[src/include/rv32_opcodes.svh]
`ifndef RV32_OPCODES_SVH
`define RV32_OPCODES_SVH

// major opcodes of the base integer set.
`define OPC_LUI     7'b0110111
`define OPC_AUIPC   7'b0010111
`define OPC_JAL     7'b1101111
`define OPC_JALR    7'b1100111
`define OPC_BRANCH  7'b1100011
`define OPC_LOAD    7'b0000011
`define OPC_STORE   7'b0100011
`define OPC_OP_IMM  7'b0010011
`define OPC_OP      7'b0110011

// funct3 of the arithmetic and logic group.
`define F3_ADD_SUB  3'b000
`define F3_SLL      3'b001
`define F3_SLT      3'b010
`define F3_SLTU     3'b011
`define F3_XOR      3'b100
`define F3_SR       3'b101
`define F3_OR       3'b110
`define F3_AND      3'b111

// funct3 of the conditional branches.
`define F3_BEQ      3'b000
`define F3_BNE      3'b001
`define F3_BLT      3'b100
`define F3_BGE      3'b101
`define F3_BLTU     3'b110
`define F3_BGEU     3'b111

`define F7_BASE     7'b0000000
`define F7_ALT      7'b0100000 // selects sub and sra.

`endif

[src/source/rv32_pkg.sv]
package rv32_pkg;

    `include "rv32_opcodes.svh"

    localparam int xlen = 32; // fixed by the ISA.

    // alu operation codes. pass_b sits at all ones, which is what lui uses.
    typedef enum logic [3:0] {
        alu_add    = 4'd0,
        alu_sub    = 4'd1,
        alu_sll    = 4'd2,
        alu_slt    = 4'd3,
        alu_sltu   = 4'd4,
        alu_xor    = 4'd5,
        alu_srl    = 4'd6,
        alu_sra    = 4'd7,
        alu_or     = 4'd8,
        alu_and    = 4'd9,
        alu_pass_b = 4'b1111
    } alu_op_e;

    // decoded instruction as it waits in the issue register.
    typedef struct packed {
        alu_op_e         alu_op;
        logic [xlen-1:0] operand_a;
        logic [xlen-1:0] operand_b;
        logic [xlen-1:0] rs1_value; // raw sources, the branch compare needs them.
        logic [xlen-1:0] rs2_value;
        logic [xlen-1:0] pc;
        logic [xlen-1:0] imm;
        logic [4:0]      rd;
        logic [2:0]      funct3;
        logic            reg_write;
        logic            is_branch;
        logic            is_jal;
        logic            is_jalr;
        logic            is_mem;
        logic            illegal;
    } ex_issue_t;

    // outcome of execute, as held in the result register.
    typedef struct packed {
        logic [xlen-1:0] result;
        logic [xlen-1:0] addr_sum; // load and store address.
        logic            branch_taken;
        logic [xlen-1:0] branch_target;
        logic [4:0]      rd;
        logic            reg_write;
        logic            is_mem;
        logic            illegal;
    } ex_result_t;

endpackage

[src/source/alu_decoder.sv]
`timescale 1ns/100ps

module alu_decoder
    import rv32_pkg::*;
(
    input  logic [xlen-1:0] instr,
    input  logic [xlen-1:0] pc,
    input  logic [xlen-1:0] rs1_value,
    input  logic [xlen-1:0] rs2_value,
    output ex_issue_t       issue
);

    logic [6:0]      opcode;
    logic [2:0]      funct3;
    logic [6:0]      funct7;
    logic [xlen-1:0] imm_i;
    logic [xlen-1:0] imm_s;
    logic [xlen-1:0] imm_b;
    logic [xlen-1:0] imm_u;
    logic [xlen-1:0] imm_j;

    // maps funct3 onto an operation, alt picks sub or sra.
    function automatic alu_op_e arith_op(input logic [2:0] f3, input logic alt);
        case (f3)
            `F3_ADD_SUB: arith_op = alt ? alu_sub : alu_add;
            `F3_SLL:     arith_op = alu_sll;
            `F3_SLT:     arith_op = alu_slt;
            `F3_SLTU:    arith_op = alu_sltu;
            `F3_XOR:     arith_op = alu_xor;
            `F3_SR:      arith_op = alt ? alu_sra : alu_srl;
            `F3_OR:      arith_op = alu_or;
            default:     arith_op = alu_and; // the only code left is and.
        endcase
    endfunction

    assign opcode = instr[6:0];
    assign funct3 = instr[14:12];
    assign funct7 = instr[31:25];

    // all immediates are sign extended from bit 31.
    assign imm_i = {{20{instr[31]}}, instr[31:20]};
    assign imm_s = {{20{instr[31]}}, instr[31:25], instr[11:7]};
    assign imm_b = {{19{instr[31]}}, instr[31], instr[7], instr[30:25], instr[11:8], 1'b0};
    assign imm_u = {instr[31:12], 12'b0};
    assign imm_j = {{11{instr[31]}}, instr[31], instr[19:12], instr[20], instr[30:21], 1'b0};

    always_comb begin
        issue           = '0;
        issue.alu_op    = alu_add;
        issue.operand_a = rs1_value;
        issue.operand_b = rs2_value;
        issue.rs1_value = rs1_value;
        issue.rs2_value = rs2_value;
        issue.pc        = pc;
        issue.rd        = instr[11:7];
        issue.funct3    = funct3;

        case (opcode)
            `OPC_OP: begin
                issue.reg_write = 1'b1;
                issue.alu_op    = arith_op(funct3, funct7[5]);
                // the alternate funct7 is only defined for sub and sra.
                if (funct7 != `F7_BASE &&
                    !(funct7 == `F7_ALT && (funct3 == `F3_ADD_SUB || funct3 == `F3_SR)))
                    issue.illegal = 1'b1;
            end
            `OPC_OP_IMM: begin
                issue.reg_write = 1'b1;
                issue.imm       = imm_i;
                issue.operand_b = imm_i;
                issue.alu_op    = arith_op(funct3, funct7[5] && funct3 == `F3_SR);
                if (funct3 == `F3_SLL && funct7 != `F7_BASE)
                    issue.illegal = 1'b1;
                if (funct3 == `F3_SR && funct7 != `F7_BASE && funct7 != `F7_ALT)
                    issue.illegal = 1'b1;
            end
            `OPC_LOAD: begin
                issue.reg_write = 1'b1;
                issue.is_mem    = 1'b1;
                issue.imm       = imm_i;
                issue.operand_b = imm_i;
            end
            `OPC_STORE: begin
                issue.is_mem    = 1'b1;
                issue.imm       = imm_s;
                issue.operand_b = imm_s;
            end
            `OPC_LUI: begin
                issue.reg_write = 1'b1;
                issue.imm       = imm_u;
                issue.operand_b = imm_u;
                issue.alu_op    = alu_pass_b;
            end
            `OPC_AUIPC: begin
                issue.reg_write = 1'b1;
                issue.imm       = imm_u;
                issue.operand_a = pc;
                issue.operand_b = imm_u;
            end
            `OPC_BRANCH: begin
                issue.is_branch = 1'b1; // compare happens in the branch unit.
                issue.imm       = imm_b;
            end
            `OPC_JAL: begin
                issue.reg_write = 1'b1;
                issue.is_jal    = 1'b1;
                issue.imm       = imm_j;
                issue.operand_a = pc;
                issue.operand_b = xlen'(4); // link value is pc + 4.
            end
            `OPC_JALR: begin
                issue.reg_write = 1'b1;
                issue.is_jalr   = 1'b1;
                issue.imm       = imm_i;
                issue.operand_a = pc;
                issue.operand_b = xlen'(4);
            end
            default: issue.illegal = 1'b1;
        endcase

        // an illegal instruction must never write the register file.
        if (issue.illegal)
            issue.reg_write = 1'b0;
    end

endmodule

[src/source/pipe_reg.sv]
`timescale 1ns/100ps

module pipe_reg #(
    parameter type payload_t = logic
) (
    input  logic     clk,
    input  logic     reset,
    input  logic     valid_in,
    input  payload_t data_in,
    input  logic     stall,
    input  logic     flush,
    output logic     valid_out,
    output payload_t data_out
);

    // stall wins over flush, so a held entry survives a flush.
    always_ff @(posedge clk) begin
        if (reset)
            valid_out <= 1'b0;
        else if (!stall)
            valid_out <= valid_in && !flush;
    end

    // payload only loads with a valid entry.
    always_ff @(posedge clk) begin
        if (!stall && valid_in)
            data_out <= data_in;
    end

    // the valid bit feeds the next stage and the outside world,
    // an unknown here would spread through the whole pipeline.
    valid_known_a: assert property (@(posedge clk) disable iff (reset)
        !$isunknown(valid_out))
        else $error("pipe_reg valid_out is unknown");

endmodule

[src/source/alu.sv]
`timescale 1ns/100ps

module alu
    import rv32_pkg::*;
(
    input  logic [xlen-1:0] operand_a,
    input  logic [xlen-1:0] operand_b,
    input  alu_op_e         alu_op,
    output logic [xlen-1:0] result,
    output logic [xlen-1:0] addr_sum
);

    logic [4:0] shamt;
    logic       lt_signed;
    logic       lt_unsigned;

    assign shamt       = operand_b[4:0]; // only the low five bits shift.
    assign lt_signed   = $signed(operand_a) < $signed(operand_b);
    assign lt_unsigned = operand_a < operand_b;

    // the sum is always available, loads and stores take it as address.
    assign addr_sum = operand_a + operand_b;

    always_comb begin
        case (alu_op)
            alu_add:    result = addr_sum;
            alu_sub:    result = operand_a - operand_b;
            alu_sll:    result = operand_a << shamt;
            alu_slt:    result = {{(xlen-1){1'b0}}, lt_signed};
            alu_sltu:   result = {{(xlen-1){1'b0}}, lt_unsigned};
            alu_xor:    result = operand_a ^ operand_b;
            alu_srl:    result = operand_a >> shamt;
            alu_sra:    result = $signed(operand_a) >>> shamt; // keeps the sign bit.
            alu_or:     result = operand_a | operand_b;
            alu_and:    result = operand_a & operand_b;
            alu_pass_b: result = operand_b;
            default:    result = '0;
        endcase
    end

    // the decoder should only ever hand over a named operation.
    // an issue register that was never loaded may still hold unknowns.
    always_comb begin
        assert final ($isunknown(alu_op) ||
                      alu_op inside {alu_add, alu_sub, alu_sll, alu_slt, alu_sltu,
                                     alu_xor, alu_srl, alu_sra, alu_or, alu_and,
                                     alu_pass_b})
            else $error("alu received undefined operation %0h", alu_op);
    end

endmodule

[src/source/branch_unit.sv]
`timescale 1ns/100ps

module branch_unit
    import rv32_pkg::*;
(
    input  ex_issue_t       issue,
    output logic            branch_taken,
    output logic [xlen-1:0] branch_target
);

    logic            condition;
    logic [xlen-1:0] jalr_sum;

    always_comb begin
        case (issue.funct3)
            `F3_BEQ:  condition = issue.rs1_value == issue.rs2_value;
            `F3_BNE:  condition = issue.rs1_value != issue.rs2_value;
            `F3_BLT:  condition = $signed(issue.rs1_value) < $signed(issue.rs2_value);
            `F3_BGE:  condition = $signed(issue.rs1_value) >= $signed(issue.rs2_value);
            `F3_BLTU: condition = issue.rs1_value < issue.rs2_value;
            `F3_BGEU: condition = issue.rs1_value >= issue.rs2_value;
            default:  condition = 1'b0; // 010 and 011 are not branches.
        endcase
    end

    assign jalr_sum = issue.rs1_value + issue.imm;

    // jumps are always taken.
    assign branch_taken = (issue.is_branch && condition) || issue.is_jal || issue.is_jalr;

    // jalr clears bit 0 of its target.
    assign branch_target = issue.is_jalr ? {jalr_sum[xlen-1:1], 1'b0} : issue.pc + issue.imm;

    // a taken branch needs exactly one control flag from the decoder.
    always_comb begin
        assert final ($isunknown({issue.is_branch, issue.is_jal, issue.is_jalr}) ||
                      !branch_taken ||
                      $onehot({issue.is_branch, issue.is_jal, issue.is_jalr}))
            else $error("branch taken without a single control flag");
    end

endmodule

[src/source/exec_unit.sv]
`timescale 1ns/100ps

module exec_unit
    import rv32_pkg::*;
(
    input  logic            clk,
    input  logic            reset,
    input  logic            in_valid,
    input  logic [xlen-1:0] instr,
    input  logic [xlen-1:0] pc,
    input  logic [xlen-1:0] rs1_value,
    input  logic [xlen-1:0] rs2_value,
    input  logic            stall,
    input  logic            flush,
    output logic            out_valid,
    output ex_result_t      out
);

    ex_issue_t       issue_d;
    ex_issue_t       issue_q;
    logic            issue_valid;
    logic [xlen-1:0] alu_result;
    logic [xlen-1:0] addr_sum;
    logic            branch_taken;
    logic [xlen-1:0] branch_target;
    ex_result_t      result_d;

    alu_decoder u_decoder (
        .instr     (instr),
        .pc        (pc),
        .rs1_value (rs1_value),
        .rs2_value (rs2_value),
        .issue     (issue_d)
    );

    // first stage, holds the decoded instruction.
    pipe_reg #(.payload_t(ex_issue_t)) u_issue_reg (
        .clk       (clk),
        .reset     (reset),
        .valid_in  (in_valid),
        .data_in   (issue_d),
        .stall     (stall),
        .flush     (flush),
        .valid_out (issue_valid),
        .data_out  (issue_q)
    );

    alu u_alu (
        .operand_a (issue_q.operand_a),
        .operand_b (issue_q.operand_b),
        .alu_op    (issue_q.alu_op),
        .result    (alu_result),
        .addr_sum  (addr_sum)
    );

    branch_unit u_branch (
        .issue         (issue_q),
        .branch_taken  (branch_taken),
        .branch_target (branch_target)
    );

    assign result_d = '{
        result:        alu_result,
        addr_sum:      addr_sum,
        branch_taken:  branch_taken,
        branch_target: branch_target,
        rd:            issue_q.rd,
        reg_write:     issue_q.reg_write,
        is_mem:        issue_q.is_mem,
        illegal:       issue_q.illegal
    };

    // second stage. the instruction already in execute completes on a flush.
    pipe_reg #(.payload_t(ex_result_t)) u_result_reg (
        .clk       (clk),
        .reset     (reset),
        .valid_in  (issue_valid),
        .data_in   (result_d),
        .stall     (stall),
        .flush     (1'b0),
        .valid_out (out_valid),
        .data_out  (out)
    );

endmodule

[config.mk]
export PLATFORM = sky130hd
export DESIGN_NAME = exec_unit
export DESIGN_NICKNAME = d
export VERILOG_FILES = /design/src/source/rv32_pkg.sv /design/src/source/alu_decoder.sv /design/src/source/pipe_reg.sv /design/src/source/alu.sv /design/src/source/branch_unit.sv /design/src/source/exec_unit.sv
export VERILOG_INCLUDE_DIRS = /design/src /design/src/include
export SDC_FILE = /design/constraint.sdc
export NUM_CORES = 1
export LEC_CHECK = 0
export BUFFER_PORTS_ARGS = -buffer_cell sky130_fd_sc_hd__buf_4
export CORE_ASPECT_RATIO = 1.75
export CORE_MARGIN = 2
export CORE_UTILIZATION = 45
export CTS_BUF_LIST = sky130_fd_sc_hd__clkbuf_4 sky130_fd_sc_hd__clkbuf_8
export CTS_CLUSTER_SIZE = 14
export DETAILED_ROUTE_END_ITERATION = 8
export GPL_TIMING_DRIVEN = 0
export SLEW_MARGIN = 10
export SYNTH_ARGS = -nofsm -noshare
export SYNTH_HDL_FRONTEND = slang
export SYNTH_HIERARCHICAL = 1
export SYNTH_SLANG_ARGS = --single-unit
[constraint.sdc]
create_clock -name clk -period 5.3 [get_ports clk]
set_input_delay 1.06 -clock clk [delete_from_list [all_inputs] [get_ports clk]]
set_output_delay 1.06 -clock clk [all_outputs]
set_load 0.02 [all_outputs]
==> results.toml, run 1 <==
[run_status]
run_status = "complete, no violations"

[routing]
drt_first_pass_iters = 6
drt-vias-per-instance = 6.48
first_iter_violations = 2194
wl_per_cell_um = 33.2
vias = 24200
drc = 0
drtAntennaViolNets = 0
wl_um = 124000

[final_layout]
layout_common_cells = "buf_4 (352), edfxtp_1 (315), nor2_1 (215)"
final_common_cell = "buf_4"
syn_to_final_growth_pct = 15.3
fin_util_pct = 52.2
drive_gt1_share_pct = 22.6
nNetsFinal = 3251
fin_area_um2 = 29700

[timing]
fin_worst_skew_ns = 0.0622
slew_headroom_pct = 9.32
post-route-period-util_pct = 98.9
worstMarginPinSlew_ns = 1.35
report.final.slew_viol_count = 0
hold_viol_final = 0
rsz0062_at_grt = "no"
setup_viol = 0
min_period_ns = 5.24
fmax_mhz = 191

[pwr]
ir_worst_vdd_mv = 0.223
leakagePower_nw = 12.0
intPower_mw = 4.98
p_per_area_nw_per_um2 = 268
pwr-share-comb_pct = 33.6
seq_power_share_pct = 39.6
p_clk_share_pct = 26.8
switching_share_pct = 37.3
switchingPower_mw = 2.96

[clocking]
post_cts_buffers = 0
cts_buffers = 48
cts.sinks = 317
clk_latency_ns = 0.72
cts.path.max_buffers = 3
h-tree-depth = 2
clkTransAtPathRegs_ns = 0.06
cts_tree = "done"
cts_root_buffer = "clkbuf_8"

[grt]
grt_pass1_vias = 24300
grt_usage_pct = 41.5
overflow = 0
antenna_found_initial = 6
grt_max_degree = 35
grt_pass1_wl_um = 172000

[worst_setup_path]
crit_required_ns = 5.67
end_kind = "flip-flop"
reg2reg_slack_ns = 0.06
arrival_ns = 5.61
worstReg2RegStart = "u_issue_reg/data_out[144]"
crit_type = "flip-flop to flip-flop"
timing.rr.end = "u_result_reg/data_out[94]"
rr_worst_depth = 13
crit_fanout = 14
worst_setup_path_start_kind = "flip-flop"
cp-endpoint = "u_result_reg/data_out[94]"
crit_start = "u_issue_reg/data_out[144]"

[logic_synthesis]
synthesis.area_um2 = 25700
synth_xor_area_share_pct = 2.82
syn_nets = 2955
netlist-cell-type-count = 136
async_reset_ff_share_pct = 0
synth_edf_count = 315
yosys_warnings = 6
yosys.area_share.simple_pct = 12.4
yosys-mux-area-fraction_pct = 7.18
synth_seq_area_share_pct = 36.9
syn_inst = 2628
synth_compound_area_share_pct = 22.8
synth_ff_type = "edfxtp_1"
synth_adder_area_share_pct = 9.55
synth_top_family_by_area = "compound AO/OA/AOI/OAI gates"
ys_seq_elements = 317
syn_area_per_cell_um2 = 9.79

[run]
maxCapViolations = 0

[place]
port_buffers = 235
hpwlAfterDp_um = 98400
gp_congestion = 1.08
place_area_um2 = 28700

[die]
coreArea_um2 = 56900
rows = 116
start_util_pct = 45.2
dieArea_um2 = 59200
pin_count = 239
die_height_um = 320
die_w_um = 185

[worst_hold_path]
timing.hold.worst_path_depth = 0
hold_path_class = "flip-flop to flip-flop"
==> cell usage after synthesis, drive strengths merged, types with 18 or more instances <==
| master | count | area (um2) |
|---|---|---|
| a211o | 18 | 158 |
| a211oi | 37 | 298 |
| a21o | 53 | 400 |
| a21oi | 214 | 1100 |
| a221o | 27 | 279 |
| a221oi | 25 | 244 |
| a22oi | 27 | 208 |
| a31oi | 22 | 165 |
| buf | 180 | 1280 |
| clkbuf | 62 | 244 |
| edfxtp | 315 | 9460 |
| ha | 190 | 2380 |
| inv | 153 | 574 |
| mux2 | 52 | 691 |
| mux2i | 54 | 541 |
| mux4 | 27 | 616 |
| nand2 | 202 | 761 |
| nand2b | 20 | 125 |
| nand3 | 33 | 165 |
| nand4 | 20 | 125 |
| nor2 | 217 | 820 |
| nor2b | 31 | 216 |
| nor3 | 48 | 257 |
| o211ai | 43 | 333 |
| o21ai | 162 | 833 |
| o21bai | 20 | 150 |
| o22ai | 24 | 170 |
| o31ai | 22 | 189 |
| xnor2 | 60 | 526 |
| xor2 | 23 | 201 |
==> worst min path at each step <==
| stage | slack, ns | to | from |
|---|---|---|---|
| final | 0.42 | u_result_reg/data_out[6] | u_issue_reg/data_out[12] |
| after global routing | 0.44 | u_result_reg/data_out[6] | u_issue_reg/data_out[12] |
| after CTS | 0.42 | u_result_reg/data_out[6] | u_issue_reg/data_out[12] |
| after detailed placement | 0.40 | u_result_reg/data_out[6] | u_issue_reg/data_out[12] |
| after global placement | 0.40 | u_result_reg/data_out[1] | u_issue_reg/data_out[1] |
| after floorplan | 0.40 | u_result_reg/data_out[0] | u_issue_reg/data_out[0] |
==> power groups by stage <==
stage | clock [mW] | sequential (mW) | combinational [mW]
final | 2.13 | 3.14 | 2.67
after global routing | 2.24 | 3.14 | 2.80
after CTS | 2.17 | 3.13 | 2.58
after detailed placement | 0 | 3.18 | 2.57
after global placement | 0 | 3.19 | 2.52
after floorplan | 0 | 3.10 | 1.62
==> layer usage <==
layer | track usage (%) | routed length (um)
met1 | 39.4 | 38100
met2 | 71.4 | 60400
met3 | 8.54 | 9170
met4 | 43.0 | 16100
met5 | 0.511 | 54
==> repair_timing <==
item / in CTS / in global routing
resized for setup: 3 / 3
hold buffers: 0 / 0
gates cloned: 0 / 0
endpoints found under the setup margin: 16 / 7
==> registers in the layout (all words and copies together), names as in the netlist <==
name	count
u_result_reg/data_out	105
u_issue_reg/data_out	210
u_result_reg/valid_out	1
u_issue_reg/valid_out	1
==> through the flow <==
step                      power (mW)  TNS, ns  instances  hold WS [ns]  setup slack, ns
after floorplan                 4.72        0       2628         0.400            0.640
after global placement          5.71  -126.52       3630         0.403           -0.616
after detailed placement        5.75    -3.53       3643         0.405           -0.509
after CTS                       7.87        0       3726         0.420            0.133
after global routing            8.19        0       3728         0.438           0.0968
final                           7.94        0       3729         0.418           0.0603
==> cells by family after synthesis <==
kind of cell    count (synthesis)
other cells                     1
flops                         317
xor+xnor                       83
compound gates                836
mux                           133
simple gates                  664
buf+inv                       400
fa+ha+maj                     194
==> area by class of cell <==
class                           count  area (um2)
Clock buffer                       56         727
Multi-Input combinational cell   1911       14100
Tap cell                          767         960
Timing Repair Buffer              248        2000
Inverter                          157         593
Fill cell                        5244       27200
Clock inverter                     29         224
Sequential cell                   317        9500
Antenna cell                        3        7.51
Buffer                            241        1530
==> worst max-delay path, cell delays in order (launching register included) <==
cell        delay (ns)
edfxtp_1          0.65
clkinvlp_4        0.49
clkbuf_2          0.40
buf_2             0.34
ha_1              0.34
buf_6             0.14
nor2b_1           0.12
a2111o_1          0.46
a31oi_2           0.49
a211oi_1          0.19
o31ai_2           0.48
a21oi_1           0.16
a221oi_1          0.41
o221ai_1          0.24
Power figures use the tool's default switching activity.
==> run 2: changes to the inputs <==
--- a/config.mk
+++ b/config.mk
@@ -14,6 +14,7 @@
 export CTS_CLUSTER_SIZE = 14
 export DETAILED_ROUTE_END_ITERATION = 8
 export GPL_TIMING_DRIVEN = 0
+export PLACE_DENSITY = 0.73
 export SLEW_MARGIN = 10
 export SYNTH_ARGS = -nofsm -noshare
 export SYNTH_HDL_FRONTEND = slang
==> results.toml, run 2 (same netlist as run 1, synthesis figures left out) <==
[place]
pre_cts_ws_ns = -0.680
hpwlAfterDp_um = 100000
gp_congestion = 1.08
dp.cells = 3644
port_buffers = 235

[timing]
tns_ns = -0.0850
fin_worst_skew_ns = 0.0500
slew_headroom_pct = 9.87
post-route-period-util_pct = 102
min_period_ns = 5.38
hold_viol_final = 0
setup_viol = 1
worstMarginPinSlew_ns = 1.33
layout_setup_ws_ns = -0.0850
rsz0062_at_grt = "no"
fmax_mhz = 186
report.final.slew_viol_count = 0

[final_layout]
regMostFlops = "u_issue_reg/data_out"
largest_reg_flops = 210
instances_no_fill = 3736
nFillCells = 5290
drive_gt1_share_pct = 22.8
layout_common_cells = "buf_4 (352), edfxtp_1 (315), nor2_1 (215)"
top_regs = "u_issue_reg/data_out x210, u_result_reg/data_out x105"
final_common_cell = "buf_4"
syn_to_final_growth_pct = 15.7
nNetsFinal = 3254

[worst_setup_path]
crit_type = "flip-flop to flip-flop"
crit_required_ns = 5.71
end_kind = "flip-flop"
worst_setup_path_start_kind = "flip-flop"
arrival_ns = 5.79
crit_fanout = 11

[clocking]
cts_root_buffer = "clkbuf_8"
cts_buffers = 49
clk_latency_ns = 0.71
h-tree-depth = 2
cts.path.max_buffers = 3
cts.sinks = 317
clkTransAtPathRegs_ns = 0.07
cts_tree = "done"
hold_buffers = 0

[routing]
drt-vias-per-instance = 6.46
wl_per_cell_um = 33.6
wl_um = 126000
drtAntennaViolNets = 0
drt_first_pass_iters = 6
vias = 24100
drc = 0
first_iter_violations = 2578

[die]
start_util_pct = 45.2
rows = 116
die_height_um = 320
pin_count = 239
coreArea_um2 = 56900
die_w_um = 185
dieArea_um2 = 59200

[grt]
grt_pass1_vias = 24500
overflow = 0
grt_pass1_wl_um = 175000
grt_usage_pct = 42.3
grt_max_degree = 35
antenna_found_initial = 6

[worst_hold_path]
hold_path_class = "flip-flop to flip-flop"

[pwr]
leakagePower_nw = 12.1
ir_worst_vdd_mv = 0.265
p_per_area_nw_per_um2 = 270

[run_status]
run_status = "finished, violations left"
violations = "negative setup slack"

[run]
maxCapViolations = 0
run 2: power by group:
part	internal, mW	leakage, nW	total, mW	switching [mW]
Clock	1.15	0.522	2.22	1.07
Sequential	2.95	2.89	3.14	0.189
Combinational	0.967	8.67	2.67	1.70
run 2: routing by layer:
metal	global-route usage, %	part of all wire (%)
met3	9.88	7.4
met4	43.3	13
met5	0	0.022
met1	40.2	31
met2	72.1	49
run 2: path summary, 6_finish.rpt:
check	from	end	slack, ns	cells past startpoint
worst max-delay path	u_issue_reg/data_out[145]	u_result_reg/data_out[94]	-0.08	11
worst max register to register	u_issue_reg/data_out[145]	u_result_reg/data_out[94]	-0.08	11
worst min-delay path	u_issue_reg/data_out[13]	u_result_reg/data_out[7]	0.42	0
worst min register to register	u_issue_reg/data_out[13]	u_result_reg/data_out[7]	0.42	0
run 2: cell type report:
class / instances / area (um2) / area share, %
diodes: 5 / 12.5 / 0.0420
plain buffers: 241 / 1530 / 5.15
clock buffers: 61 / 764 / 2.57
clock inverters: 27 / 248 / 0.832
inverters: 157 / 601 / 2.02
multi-input cells: 1911 / 14100 / 47.5
flip-flops and latches: 317 / 9500 / 31.9
well taps: 767 / 960 / 3.22
repair buffers: 250 / 2020 / 6.78
run 2: critical path, cell delays in order (launching register included):
cell        delay, ns
edfxtp_1         0.70
clkinvlp_4       0.55
buf_1            0.60
ha_1             0.50
buf_6            0.15
a2111o_1         0.42
a31oi_2          0.37
a211oi_1         0.25
o31ai_2          0.51
a21oi_1          0.17
a221oi_1         0.63
o221ai_1         0.25
run 2: repair_timing:
item / in CTS / in global routing
gates resized for setup: 2 / 6
endpoints found under the setup margin: 25 / 9
setup buffers: 1 / 0
run 2: per-stage QoR:
step	util (%)	power (mW)	hold slack (ns)	area (um2)
after floorplan	-	4.72	0.400	25700
after global placement	50.0	5.70	0.404	28500
after detailed placement	50.5	5.73	0.405	28700
after CTS	52.3	7.95	0.421	29800
after global routing	52.3	8.27	0.429	29800
final	52.3	8.03	0.417	29800
